`config.mk`:
```
export PLATFORM = sky130hd
export DESIGN_NAME = adc_capture_top
export DESIGN_NICKNAME = d
export VERILOG_FILES = /design/src/rtl/capture_pkg.sv /design/src/rtl/adc_capture_top.sv /design/src/rtl/axis_packer.sv /design/src/rtl/sample_fifo.sv /design/src/rtl/capture_framer.sv /design/src/rtl/route_config.sv
export SDC_FILE = /design/constraint.sdc
export NUM_CORES = 2
export LEC_CHECK = 0
export BUFFER_PORTS_ARGS = -buffer_cell sky130_fd_sc_hd__buf_4
export CAP_MARGIN = 40
export CORE_AREA = 2 2 745 747
export DETAILED_ROUTE_END_ITERATION = 12
export DIE_AREA = 0 0 747 749
export HOLD_SLACK_MARGIN = 0.15
export PLACE_DENSITY = 0.45
export SLEW_MARGIN = 20
export SYNTH_ARGS = -nofsm -noshare
export SYNTH_HDL_FRONTEND = slang
export SYNTH_HIERARCHICAL = 1
export SYNTH_MEMORY_MAX_BITS = 65536
export SYNTH_SLANG_ARGS = --single-unit
export TNS_END_PERCENT = 5
```
`constraint.sdc`:
```
create_clock -name clk_245_76MHz -period 17.1 [get_ports clk_245_76MHz]
set_clock_uncertainty 0.2 [all_clocks]
set_input_delay 0.855 -clock clk_245_76MHz [delete_from_list [all_inputs] [get_ports clk_245_76MHz]]
set_output_delay 0.855 -clock clk_245_76MHz [all_outputs]
set_load 0.02 [all_outputs]
```
`src/rtl/capture_pkg.sv`:
```
`default_nettype none

package capture_pkg;

  localparam int SAMPLE_W = 16; // one I or Q sample
  localparam int LANE_W = 32; // I/Q pair, I in upper half
  localparam int WORD_W = 64; // two lanes, upper lane high

  localparam int DDS_LATENCY = 2; // gate hold-off in cycles
  localparam int HOLD_W = $clog2(DDS_LATENCY + 1); // hold-off counter width

  localparam int FIFO_DEPTH = 64;
  localparam int FIFO_AW = 6; // log2 of FIFO_DEPTH

  // lane select fields in the control word
  localparam int ROUTE_LOWER_LSB = 0;
  localparam int ROUTE_UPPER_LSB = 4;

  typedef enum logic [1:0] {
    ROUTE_ADC_IQ = 2'd0,
    ROUTE_DAC_IQ = 2'd1,
    ROUTE_SAMPLE_COUNT = 2'd2,
    ROUTE_GLOBAL_COUNT = 2'd3
  } route_sel_t;

  typedef logic [LANE_W-1:0] lane_t;
  typedef logic [WORD_W-1:0] word_t;

  // one FIFO slot, word plus packet end marker
  typedef struct packed {
    word_t data;
    logic last;
  } fifo_entry_t;

endpackage

`default_nettype wire
```
`src/rtl/adc_capture_top.sv`:
```
`timescale 1ns/100ps
`default_nettype none

module adc_capture_top (
  input wire logic clk_245_76MHz,
  input wire logic cpu_reset,
  input wire logic adc_enable,
  input wire logic chirp_init,
  input wire logic [31:0] control_word, // lane routing fields
  input wire logic [capture_pkg::SAMPLE_W-1:0] adc_i,
  input wire logic [capture_pkg::SAMPLE_W-1:0] adc_q,
  input wire logic sample_valid,
  input wire logic [capture_pkg::SAMPLE_W-1:0] dac_i,
  input wire logic [capture_pkg::SAMPLE_W-1:0] dac_q,
  input wire logic axis_tready,
  output logic [capture_pkg::WORD_W-1:0] axis_tdata,
  output logic axis_tvalid,
  output logic axis_tlast,
  output logic fifo_overflow
);

  capture_pkg::route_sel_t lower_sel;
  capture_pkg::route_sel_t upper_sel;

  logic fifo_push; // framer side
  logic fifo_full;
  capture_pkg::fifo_entry_t wr_entry;

  logic fifo_pop; // packer side
  logic fifo_empty;
  capture_pkg::fifo_entry_t rd_entry;

  route_config u_route_config (
    .clk_245_76MHz (clk_245_76MHz),
    .cpu_reset (cpu_reset),
    .control_word (control_word),
    .lower_sel (lower_sel),
    .upper_sel (upper_sel)
  );

  capture_framer u_capture_framer (
    .clk_245_76MHz (clk_245_76MHz),
    .cpu_reset (cpu_reset),
    .adc_enable (adc_enable),
    .chirp_init (chirp_init),
    .sample_valid (sample_valid),
    .adc_i (adc_i),
    .adc_q (adc_q),
    .dac_i (dac_i),
    .dac_q (dac_q),
    .lower_sel (lower_sel),
    .upper_sel (upper_sel),
    .push (fifo_push),
    .entry (wr_entry)
  );

  sample_fifo u_sample_fifo (
    .clk_245_76MHz (clk_245_76MHz),
    .cpu_reset (cpu_reset),
    .push (fifo_push),
    .wr_entry (wr_entry),
    .full (fifo_full),
    .pop (fifo_pop),
    .rd_entry (rd_entry),
    .empty (fifo_empty),
    .overflow (fifo_overflow)
  );

  axis_packer u_axis_packer (
    .clk_245_76MHz (clk_245_76MHz),
    .cpu_reset (cpu_reset),
    .rd_entry (rd_entry),
    .empty (fifo_empty),
    .pop (fifo_pop),
    .tdata (axis_tdata),
    .tvalid (axis_tvalid),
    .tlast (axis_tlast),
    .tready (axis_tready)
  );

endmodule

`default_nettype wire

```
`src/rtl/axis_packer.sv`:
```
`timescale 1ns/100ps
`default_nettype none

module axis_packer (
  input wire logic clk_245_76MHz,
  input wire logic cpu_reset,
  input wire capture_pkg::fifo_entry_t rd_entry,
  input wire logic empty,
  output logic pop,
  output capture_pkg::word_t tdata,
  output logic tvalid,
  output logic tlast,
  input wire logic tready
);

  logic stage_free; // stage empty or draining this cycle

  assign stage_free = !tvalid || tready;
  assign pop = stage_free && !empty; // refill on the consume cycle

  // control bits of the output stage
  always_ff @(posedge clk_245_76MHz) begin
    if (cpu_reset) begin
      tvalid <= 1'b0;
      tlast <= 1'b0;
    end else if (pop) begin
      tvalid <= 1'b1;
      tlast <= rd_entry.last;
    end else if (tready) begin
      tvalid <= 1'b0; // drained with nothing queued
      tlast <= 1'b0;
    end
  end

  // payload only moves on a pop, so it holds under back-pressure
  always_ff @(posedge clk_245_76MHz) begin
    if (pop) tdata <= rd_entry.data;
  end

endmodule

`default_nettype wire

```
`src/rtl/sample_fifo.sv`:
```
`timescale 1ns/100ps
`default_nettype none

module sample_fifo (
  input wire logic clk_245_76MHz,
  input wire logic cpu_reset,
  input wire logic push,
  input wire capture_pkg::fifo_entry_t wr_entry,
  output logic full,
  input wire logic pop,
  output capture_pkg::fifo_entry_t rd_entry,
  output logic empty,
  output logic overflow // sticky until reset
);

  capture_pkg::fifo_entry_t mem [capture_pkg::FIFO_DEPTH];

  // extra msb tells full from empty
  logic [capture_pkg::FIFO_AW:0] wr_ptr;
  logic [capture_pkg::FIFO_AW:0] rd_ptr;
  logic wr_en;
  logic rd_en;

  assign empty = (wr_ptr == rd_ptr);
  assign full = (wr_ptr[capture_pkg::FIFO_AW] != rd_ptr[capture_pkg::FIFO_AW]) &&
                (wr_ptr[capture_pkg::FIFO_AW-1:0] == rd_ptr[capture_pkg::FIFO_AW-1:0]);

  assign wr_en = push && !full; // push on full is lost
  assign rd_en = pop && !empty;

  always_ff @(posedge clk_245_76MHz) begin
    if (wr_en) mem[wr_ptr[capture_pkg::FIFO_AW-1:0]] <= wr_entry;
  end

  // fall-through read of the queue head
  assign rd_entry = mem[rd_ptr[capture_pkg::FIFO_AW-1:0]];

  always_ff @(posedge clk_245_76MHz) begin
    if (cpu_reset) begin
      wr_ptr <= '0;
      rd_ptr <= '0;
      overflow <= 1'b0;
    end else begin
      if (wr_en) wr_ptr <= wr_ptr + 1'b1;
      if (rd_en) rd_ptr <= rd_ptr + 1'b1;
      if (push && full) overflow <= 1'b1; // word dropped
    end
  end

endmodule

`default_nettype wire

```
`src/rtl/capture_framer.sv`:
```
`timescale 1ns/100ps
`default_nettype none

module capture_framer (
  input wire logic clk_245_76MHz,
  input wire logic cpu_reset,
  input wire logic adc_enable,
  input wire logic chirp_init, // restarts the hold-off
  input wire logic sample_valid,
  input wire logic [capture_pkg::SAMPLE_W-1:0] adc_i,
  input wire logic [capture_pkg::SAMPLE_W-1:0] adc_q,
  input wire logic [capture_pkg::SAMPLE_W-1:0] dac_i,
  input wire logic [capture_pkg::SAMPLE_W-1:0] dac_q,
  input wire capture_pkg::route_sel_t lower_sel,
  input wire capture_pkg::route_sel_t upper_sel,
  output logic push,
  output capture_pkg::fifo_entry_t entry
);

  logic enable_r; // adc_enable one cycle late
  logic gate; // enable held back by the hold-off
  logic [capture_pkg::HOLD_W-1:0] hold_cnt;
  logic hold_done; // counter at zero
  logic first; // header cycle
  logic last; // trailer cycle

  capture_pkg::lane_t sample_cnt; // pushes since reset
  capture_pkg::lane_t glbl_cnt; // free running
  capture_pkg::lane_t adc_iq;
  capture_pkg::lane_t dac_iq;
  capture_pkg::lane_t lower_lane;
  capture_pkg::lane_t upper_lane;

  // four-way lane source mux
  function automatic capture_pkg::lane_t pick_lane(
    input capture_pkg::route_sel_t sel,
    input capture_pkg::lane_t adc_val,
    input capture_pkg::lane_t dac_val,
    input capture_pkg::lane_t smp_val,
    input capture_pkg::lane_t glb_val
  );
    capture_pkg::lane_t lane;
    unique case (sel)
      capture_pkg::ROUTE_ADC_IQ: lane = adc_val;
      capture_pkg::ROUTE_DAC_IQ: lane = dac_val;
      capture_pkg::ROUTE_SAMPLE_COUNT: lane = smp_val;
      capture_pkg::ROUTE_GLOBAL_COUNT: lane = glb_val;
    endcase
    return lane;
  endfunction

  assign hold_done = (hold_cnt == '0);

  // enable sync and gate
  always_ff @(posedge clk_245_76MHz) begin
    if (cpu_reset) begin
      enable_r <= 1'b0;
      gate <= 1'b0;
    end else begin
      enable_r <= adc_enable;
      if (hold_done) gate <= enable_r; // frozen while counting
    end
  end

  // hold-off reloads on chirp start or falling enable
  always_ff @(posedge clk_245_76MHz) begin
    if (cpu_reset) begin
      hold_cnt <= '0;
    end else if (chirp_init) begin
      hold_cnt <= capture_pkg::HOLD_W'(capture_pkg::DDS_LATENCY);
    end else if (enable_r && !adc_enable) begin
      hold_cnt <= capture_pkg::HOLD_W'(capture_pkg::DDS_LATENCY);
    end else if (!hold_done) begin
      hold_cnt <= hold_cnt - 1'b1;
    end
  end

  // header pulse lines up with first gated cycle
  always_ff @(posedge clk_245_76MHz) begin
    if (cpu_reset) begin
      first <= 1'b0;
    end else begin
      first <= hold_done && enable_r && !gate;
    end
  end

  assign last = hold_done && gate && !enable_r; // gate drops next cycle
  assign push = gate && sample_valid;

  always_ff @(posedge clk_245_76MHz) begin
    if (cpu_reset) begin
      sample_cnt <= '0;
      glbl_cnt <= '0;
    end else begin
      glbl_cnt <= glbl_cnt + 1'b1;
      if (push) sample_cnt <= sample_cnt + 1'b1;
    end
  end

  assign adc_iq = {adc_i, adc_q}; // I high
  assign dac_iq = {dac_i, dac_q};

  assign lower_lane = pick_lane(lower_sel, adc_iq, dac_iq, sample_cnt, glbl_cnt);
  assign upper_lane = pick_lane(upper_sel, adc_iq, dac_iq, sample_cnt, glbl_cnt);

  // header and trailer carry counts while data words carry routed lanes
  always_comb begin
    if (first || last) begin
      entry.data = {glbl_cnt, sample_cnt};
    end else begin
      entry.data = {upper_lane, lower_lane};
    end
    entry.last = last;
  end

endmodule

`default_nettype wire

```
`src/rtl/route_config.sv`:
```
`timescale 1ns/100ps
`default_nettype none

module route_config (
  input wire logic clk_245_76MHz,
  input wire logic cpu_reset,
  input wire logic [31:0] control_word,
  output capture_pkg::route_sel_t lower_sel,
  output capture_pkg::route_sel_t upper_sel
);

  localparam int SEL_W = $bits(capture_pkg::route_sel_t); // 2 bits per field

  logic [SEL_W-1:0] lower_field; // raw bits before the register
  logic [SEL_W-1:0] upper_field;

  assign lower_field = control_word[capture_pkg::ROUTE_LOWER_LSB +: SEL_W];
  assign upper_field = control_word[capture_pkg::ROUTE_UPPER_LSB +: SEL_W];

  // one cycle from control word to selects
  always_ff @(posedge clk_245_76MHz) begin
    if (cpu_reset) begin
      lower_sel <= capture_pkg::ROUTE_ADC_IQ; // adc samples on both lanes
      upper_sel <= capture_pkg::ROUTE_ADC_IQ;
    end else begin
      lower_sel <= capture_pkg::route_sel_t'(lower_field);
      upper_sel <= capture_pkg::route_sel_t'(upper_field);
    end
  end

endmodule

`default_nettype wire

```
Word-level counts from Yosys, hierarchy flattened

Memory sizes are Yosys's and may differ from the RTL's. A register that Yosys moved wholly into a read port is not among the register bits.
Cells that the tools add are included.
Widths: inputs -> output; s select.

Flip-flop bits (word level): 154
RAM bits: 4160
Bits of input ports: 102
Output and inout port bits: 67
Logic and storage cells: 68
Memories: 1

Add/subtract/negate cells: 5
Equality and inequality tests: 10
Mux-type cells: 13
Reduce and logical (&&, ||, !) cells: 24

Memory list:

| name              | words | bits a word | read ports | clocked after Yosys merged registers in | write ports | line              | RTL |
|---|---|---|---|---|---|---|---|
| u_sample_fifo.mem | 64    | 65          | 1          | 1                                       | 1           | sample_fifo.sv:16 | `capture_pkg::fifo_entry_t mem [capture_pkg::FIFO_DEPTH];` |

Operators with widths:

| operator              | number |
|---|---|
| $pmux 32 s4           | 2 |
| $add 32x1->32 const B | 2 |
| $mux 64               | 1 |
| $add 7x1->7 const B   | 2 |
| $mux 6                | 2 |
| $logic_and 1x1->1     | 11 |
| $eq 2x2->1 const B    | 4 |
| $eq 7x7->1            | 1 |
| $eq 6x6->1            | 1 |
| $logic_not 1->1       | 6 |
| $logic_not 2->1       | 3 |
| $mux 2                | 3 |
| $mux 1                | 5 |
| $eq 2x1->1 const B    | 2 |
| $ne 3x3->1 const B    | 1 |
| $reduce_or 3->1       | 1 |
| $logic_or 1x1->1      | 2 |
| $reduce_bool 2->1     | 1 |
| $sub 2x1->2 const B   | 1 |
| $ne 1x1->1            | 1 |

Longest topological paths before layout

Depth in word-level cells: 6
Mapped depth: 11
Depth with buffers taken out: 7

Modules after synthesis

The synthesis kept the hierarchy.

By module, submodules not included:

| module         | times used | cells an instance | area each (um^2) | sequential area each (um^2) |
|---|---|---|---|---|
| sample_fifo    | 1          | 6734              | 157678.7         | 125340.2 |
| capture_framer | 1          | 685               | 5276.3           | 1381.3 |
| axis_packer    | 1          | 73                | 2001.9           | 1961.9 |
| route_config   | 1          | 8                 | 105.1            | 80.1 |

Least setup slack after synthesis

Ideal clock, no wire load.

Path kind: reg-to-reg
From: reg u_sample_fifo/wr_ptr[1] (netlist name)
To: reg (tool-made name)
Library setup time: 77 ps
Arrival time: 5287 ps
Required time: 16823 ps
Setup slack: 11535 ps
Stages on the path, launching flop included: 10
Path buffers: 2
Clock period less this slack: 5565 ps
Cell sequence: dfxtp_1 buf_2 xnor2_1 nand4_1 nor3_1 a21oi_1 o31ai_1 buf_2 or3_1 a21oi_1

RTL lines:

| what                     | line              | RTL |
|---|---|---|
| start: declaration       | sample_fifo.sv:19 | `logic [capture_pkg::FIFO_AW:0] wr_ptr;` |
| start signal: assignment | sample_fifo.sv:44 | `if (wr_en) wr_ptr <= wr_ptr + 1'b1;` |

==> flow_summary.yaml <==
outcome:
  status: "finished, final reports clean"
setup_path:
  worst_setup_path_end_kind: "register"
  worstPathMaxFanout: 94
  worstSetupPathType: "reg -> reg"
  cp.required_ns: 17.64
  crit_arrival_ns: 6.20
  cp-start-kind: "register"
pwr:
  power_uw: 22000
  power_density_mw_per_mm2: 114
  p_leak_uw: 0.0578
  swShare: 0.213
  p_comb_frac: 0.026
  seqPwrFrac: 0.537
  vdd.ir_drop.worst_mv: 0.0835
  clock_power_share: 0.437
  p_switching_uw: 4690
  power.internal_uw: 17300
finish:
  area_delta_synth_final_pct: 17.3
  fin_area_mm2: 0.194
  layout-drive-gt1-share: 0.287
  fin_cells: 15800
  num-nets-final: 8171
timing:
  hold_viol: 0
  whs_ns: 0.323
  period_minus_slack_ns: 5.65
  fmax_ghz: 0.177
  worstMarginPinSlew_ns: 1.12
  setup_viol: 0
  slew_headroom: 0.251
  setup_tns_ns: 0
  slew_viol_final: 0
  rsz0062_at_grt: "no"
  post-route-period-util: 0.331
clock_network:
  cts_root_buf: "clkbuf_16"
  cts.clk_slew.worst_paths_ns: 0.06
  numCtsBuffers: 453
  htree_levels: 5
  cts_tree: "done"
  cts_resized: 0
  ctsLongestPathBuffers: 4
  clkLatencyLatePin_ns: 1.09
  cts_num_sinks: 4320
route:
  routed_wirelength_um: 553000
  num_vias: 84900
  ant_nets: 0
  via_per_inst: 5.39
  firstDrtPassIters: 6
  wl_per_cell_um: 35.1
  drc_errors: 0
  drt-initial-drc-count: 11300
synth:
  synth.distinct_cells: 58
  synth_seq_cells: 4320
  ys_seq_area_frac: 0.780
  synth_area_mm2: 0.165
  synth_top_area_share: 0.768
  synth_edf_count: 4224
  async_reset_ff_frac: 0
  syn_nets: 7606
  postSynthAreaPerCell_um2: 22.0
  syn_inst: 7500
  synth.area.top_cells: "edfxtp_1 (77%), mux4_2 (14%), o22ai_1 (1.2%), dfxtp_1 (1.2%), mux2i_1 (0.86%)"
  synth_warnings: 6
  synthFlopType: "edfxtp_1"
  yosys.area.top_type: "edfxtp_1"
floorplanning:
  fp.dieH_um: 749
  core.rowCount: 273
  initial_core_util: 0.299
  io_pins: 169
  die_x_um: 747
  core_area_mm2: 0.551
  dieArea_mm2: 0.560
global_routing:
  grt_pass1_vias: 84600
  track_usage: 0.192
  grt_pass1_wl_um: 742000
  grt_antenna_before_repair: 39
  grt_overflow: 0
  grt_max_degree: 99
place:
  gp_congestion: 0.800
  placed_area_mm2: 0.179
  port_buffers: 140
  post-place-cells: 14900
  dp_hpwl_um: 315000
job:
  maxCapViolCount: 0
hold_path:
  min_path_type: "reg -> reg"
routing by layer:
metal  wire [um]  up-vias  GRT usage
li1            -    33200          -
met5          27        -          0
met4       15400        4     0.0490
met3       38200      674     0.0281
met1      237000    47500      0.272
met2      263000     3507      0.312
flip-flops by register name, summed over array words and instances, names as in the netlist, 2 cells and up, named ones only:
| name | count |
|---|---|
| u_sample_fifo/mem | 4160 |
| u_axis_packer/tdata | 64 |
| u_capture_framer/glbl_cnt | 32 |
| u_capture_framer/sample_cnt | 32 |
| u_sample_fifo/rd_ptr | 7 |
| u_sample_fifo/wr_ptr | 7 |
| u_capture_framer/hold_cnt | 2 |
| u_route_config/lower_sel | 2 |
| u_route_config/upper_sel | 2 |
logic make-up (layout without fill, tap and decap cells):
| kind of cell | after synthesis | after routing | share of synthesized area |
|---|---|---|---|
| buffers and inverters | 463 | 1419 | 0.0145 |
| and+or+nand+nor | 663 | 663 | 0.0195 |
| other | 0 | 7 | 0 |
| adders and majority gates | 4 | 4 | 0.000303 |
| AOI/OAI and AO/OA | 811 | 811 | 0.0327 |
| xor gates and xnor gates | 34 | 34 | 0.00180 |
| DFF | 4320 | 4320 | 0.780 |
| muxes | 1205 | 1205 | 0.151 |
final timing paths:
path,from,endpoint,slack [ns],cells past startpoint
setup / recovery,register,u_axis_packer/tdata[25],11.45,11
hold / removal,u_sample_fifo/rd_ptr[6],u_sample_fifo/rd_ptr[6],0.32,2
setup reg to reg,register,u_axis_packer/tdata[25],11.45,11
hold reg to reg,u_sample_fifo/rd_ptr[6],u_sample_fifo/rd_ptr[6],0.32,2
what timing repair did:
action / CTS / global route
endpoints found under the hold margin: 43 / 0
buffers inserted: 0 / 0
hold buffers: 9 / 0
through the flow:
step                utilization  setup WS (ns)
floorplan                     -          11.54
global placement          0.320          10.32
detailed placement        0.325          11.23
CTS                       0.351          11.19
global route              0.351          10.93
finish                    0.351          11.45
layout by cell type, fill, tap and decap left out, drive strengths merged, types with 33 or more instances in the layout:
cell type / count
dfxtp: 96
nor2: 189
nand2: 186
edfxtp: 4224
o22ai: 310
clkinv: 235
bufinv: 33
mux2i: 141
o21ai: 107
buf: 545
clkbuf: 557
o22a: 54
or4: 33
nor3: 49
mux4: 1026
a21oi: 123
nor4: 59
o221ai: 62
mux2: 38
power by group through the flow:
stage | clock [uW] | sequential, uW | combinational [uW]
3_5_place_dp | 0 | 12000 | 574
2_1_floorplan | 0 | 12100 | 233
3_3_place_gp | 0 | 12000 | 521
5_1_grt | 10200 | 11800 | 610
4_1_cts | 9820 | 11800 | 576
6_report | 9630 | 11800 | 573
synthesized netlist by cell type, drive strengths merged, types with 11 or more instances:
| master | instances |
|---|---|
| a21oi | 123 |
| a221oi | 11 |
| a22o | 27 |
| a22oi | 27 |
| buf | 261 |
| clkbuf | 185 |
| dfxtp | 96 |
| edfxtp | 4224 |
| inv | 17 |
| mux2 | 38 |
| mux2i | 141 |
| mux4 | 1026 |
| nand2 | 186 |
| nand2b | 18 |
| nand3 | 29 |
| nand4 | 22 |
| nor2 | 189 |
| nor2b | 17 |
| nor3 | 49 |
| nor4 | 59 |
| o21ai | 107 |
| o221ai | 62 |
| o22a | 54 |
| o22ai | 310 |
| o2bb2ai | 27 |
| o31ai | 24 |
| or3 | 19 |
| or4 | 33 |
| xnor2 | 13 |
| xor2 | 21 |
critical path: stages (launching register included):
cell and delay (ns):
dfxtp_4 0.52, buf_16 0.29, buf_4 0.42, buf_12 0.29, buf_12 0.61, buf_12 0.71
buf_4 0.64, mux4_2 0.60, o22ai_1 0.20, nor4_1 0.10, clkdlybuf4s18_2 0.27, o22a_1 0.24
cell type report:
class	instances	area [um^2]
clock inverter	289	2530
antenna	7	17.5
multi-input combinational	2717	35200
clock buffer	557	11800
fill	51000	358000
inverter	17	63.8
timing repair buffer	556	6100
tap	7287	9120
sequential	4320	129000
(Power assumes the default switching activity.)
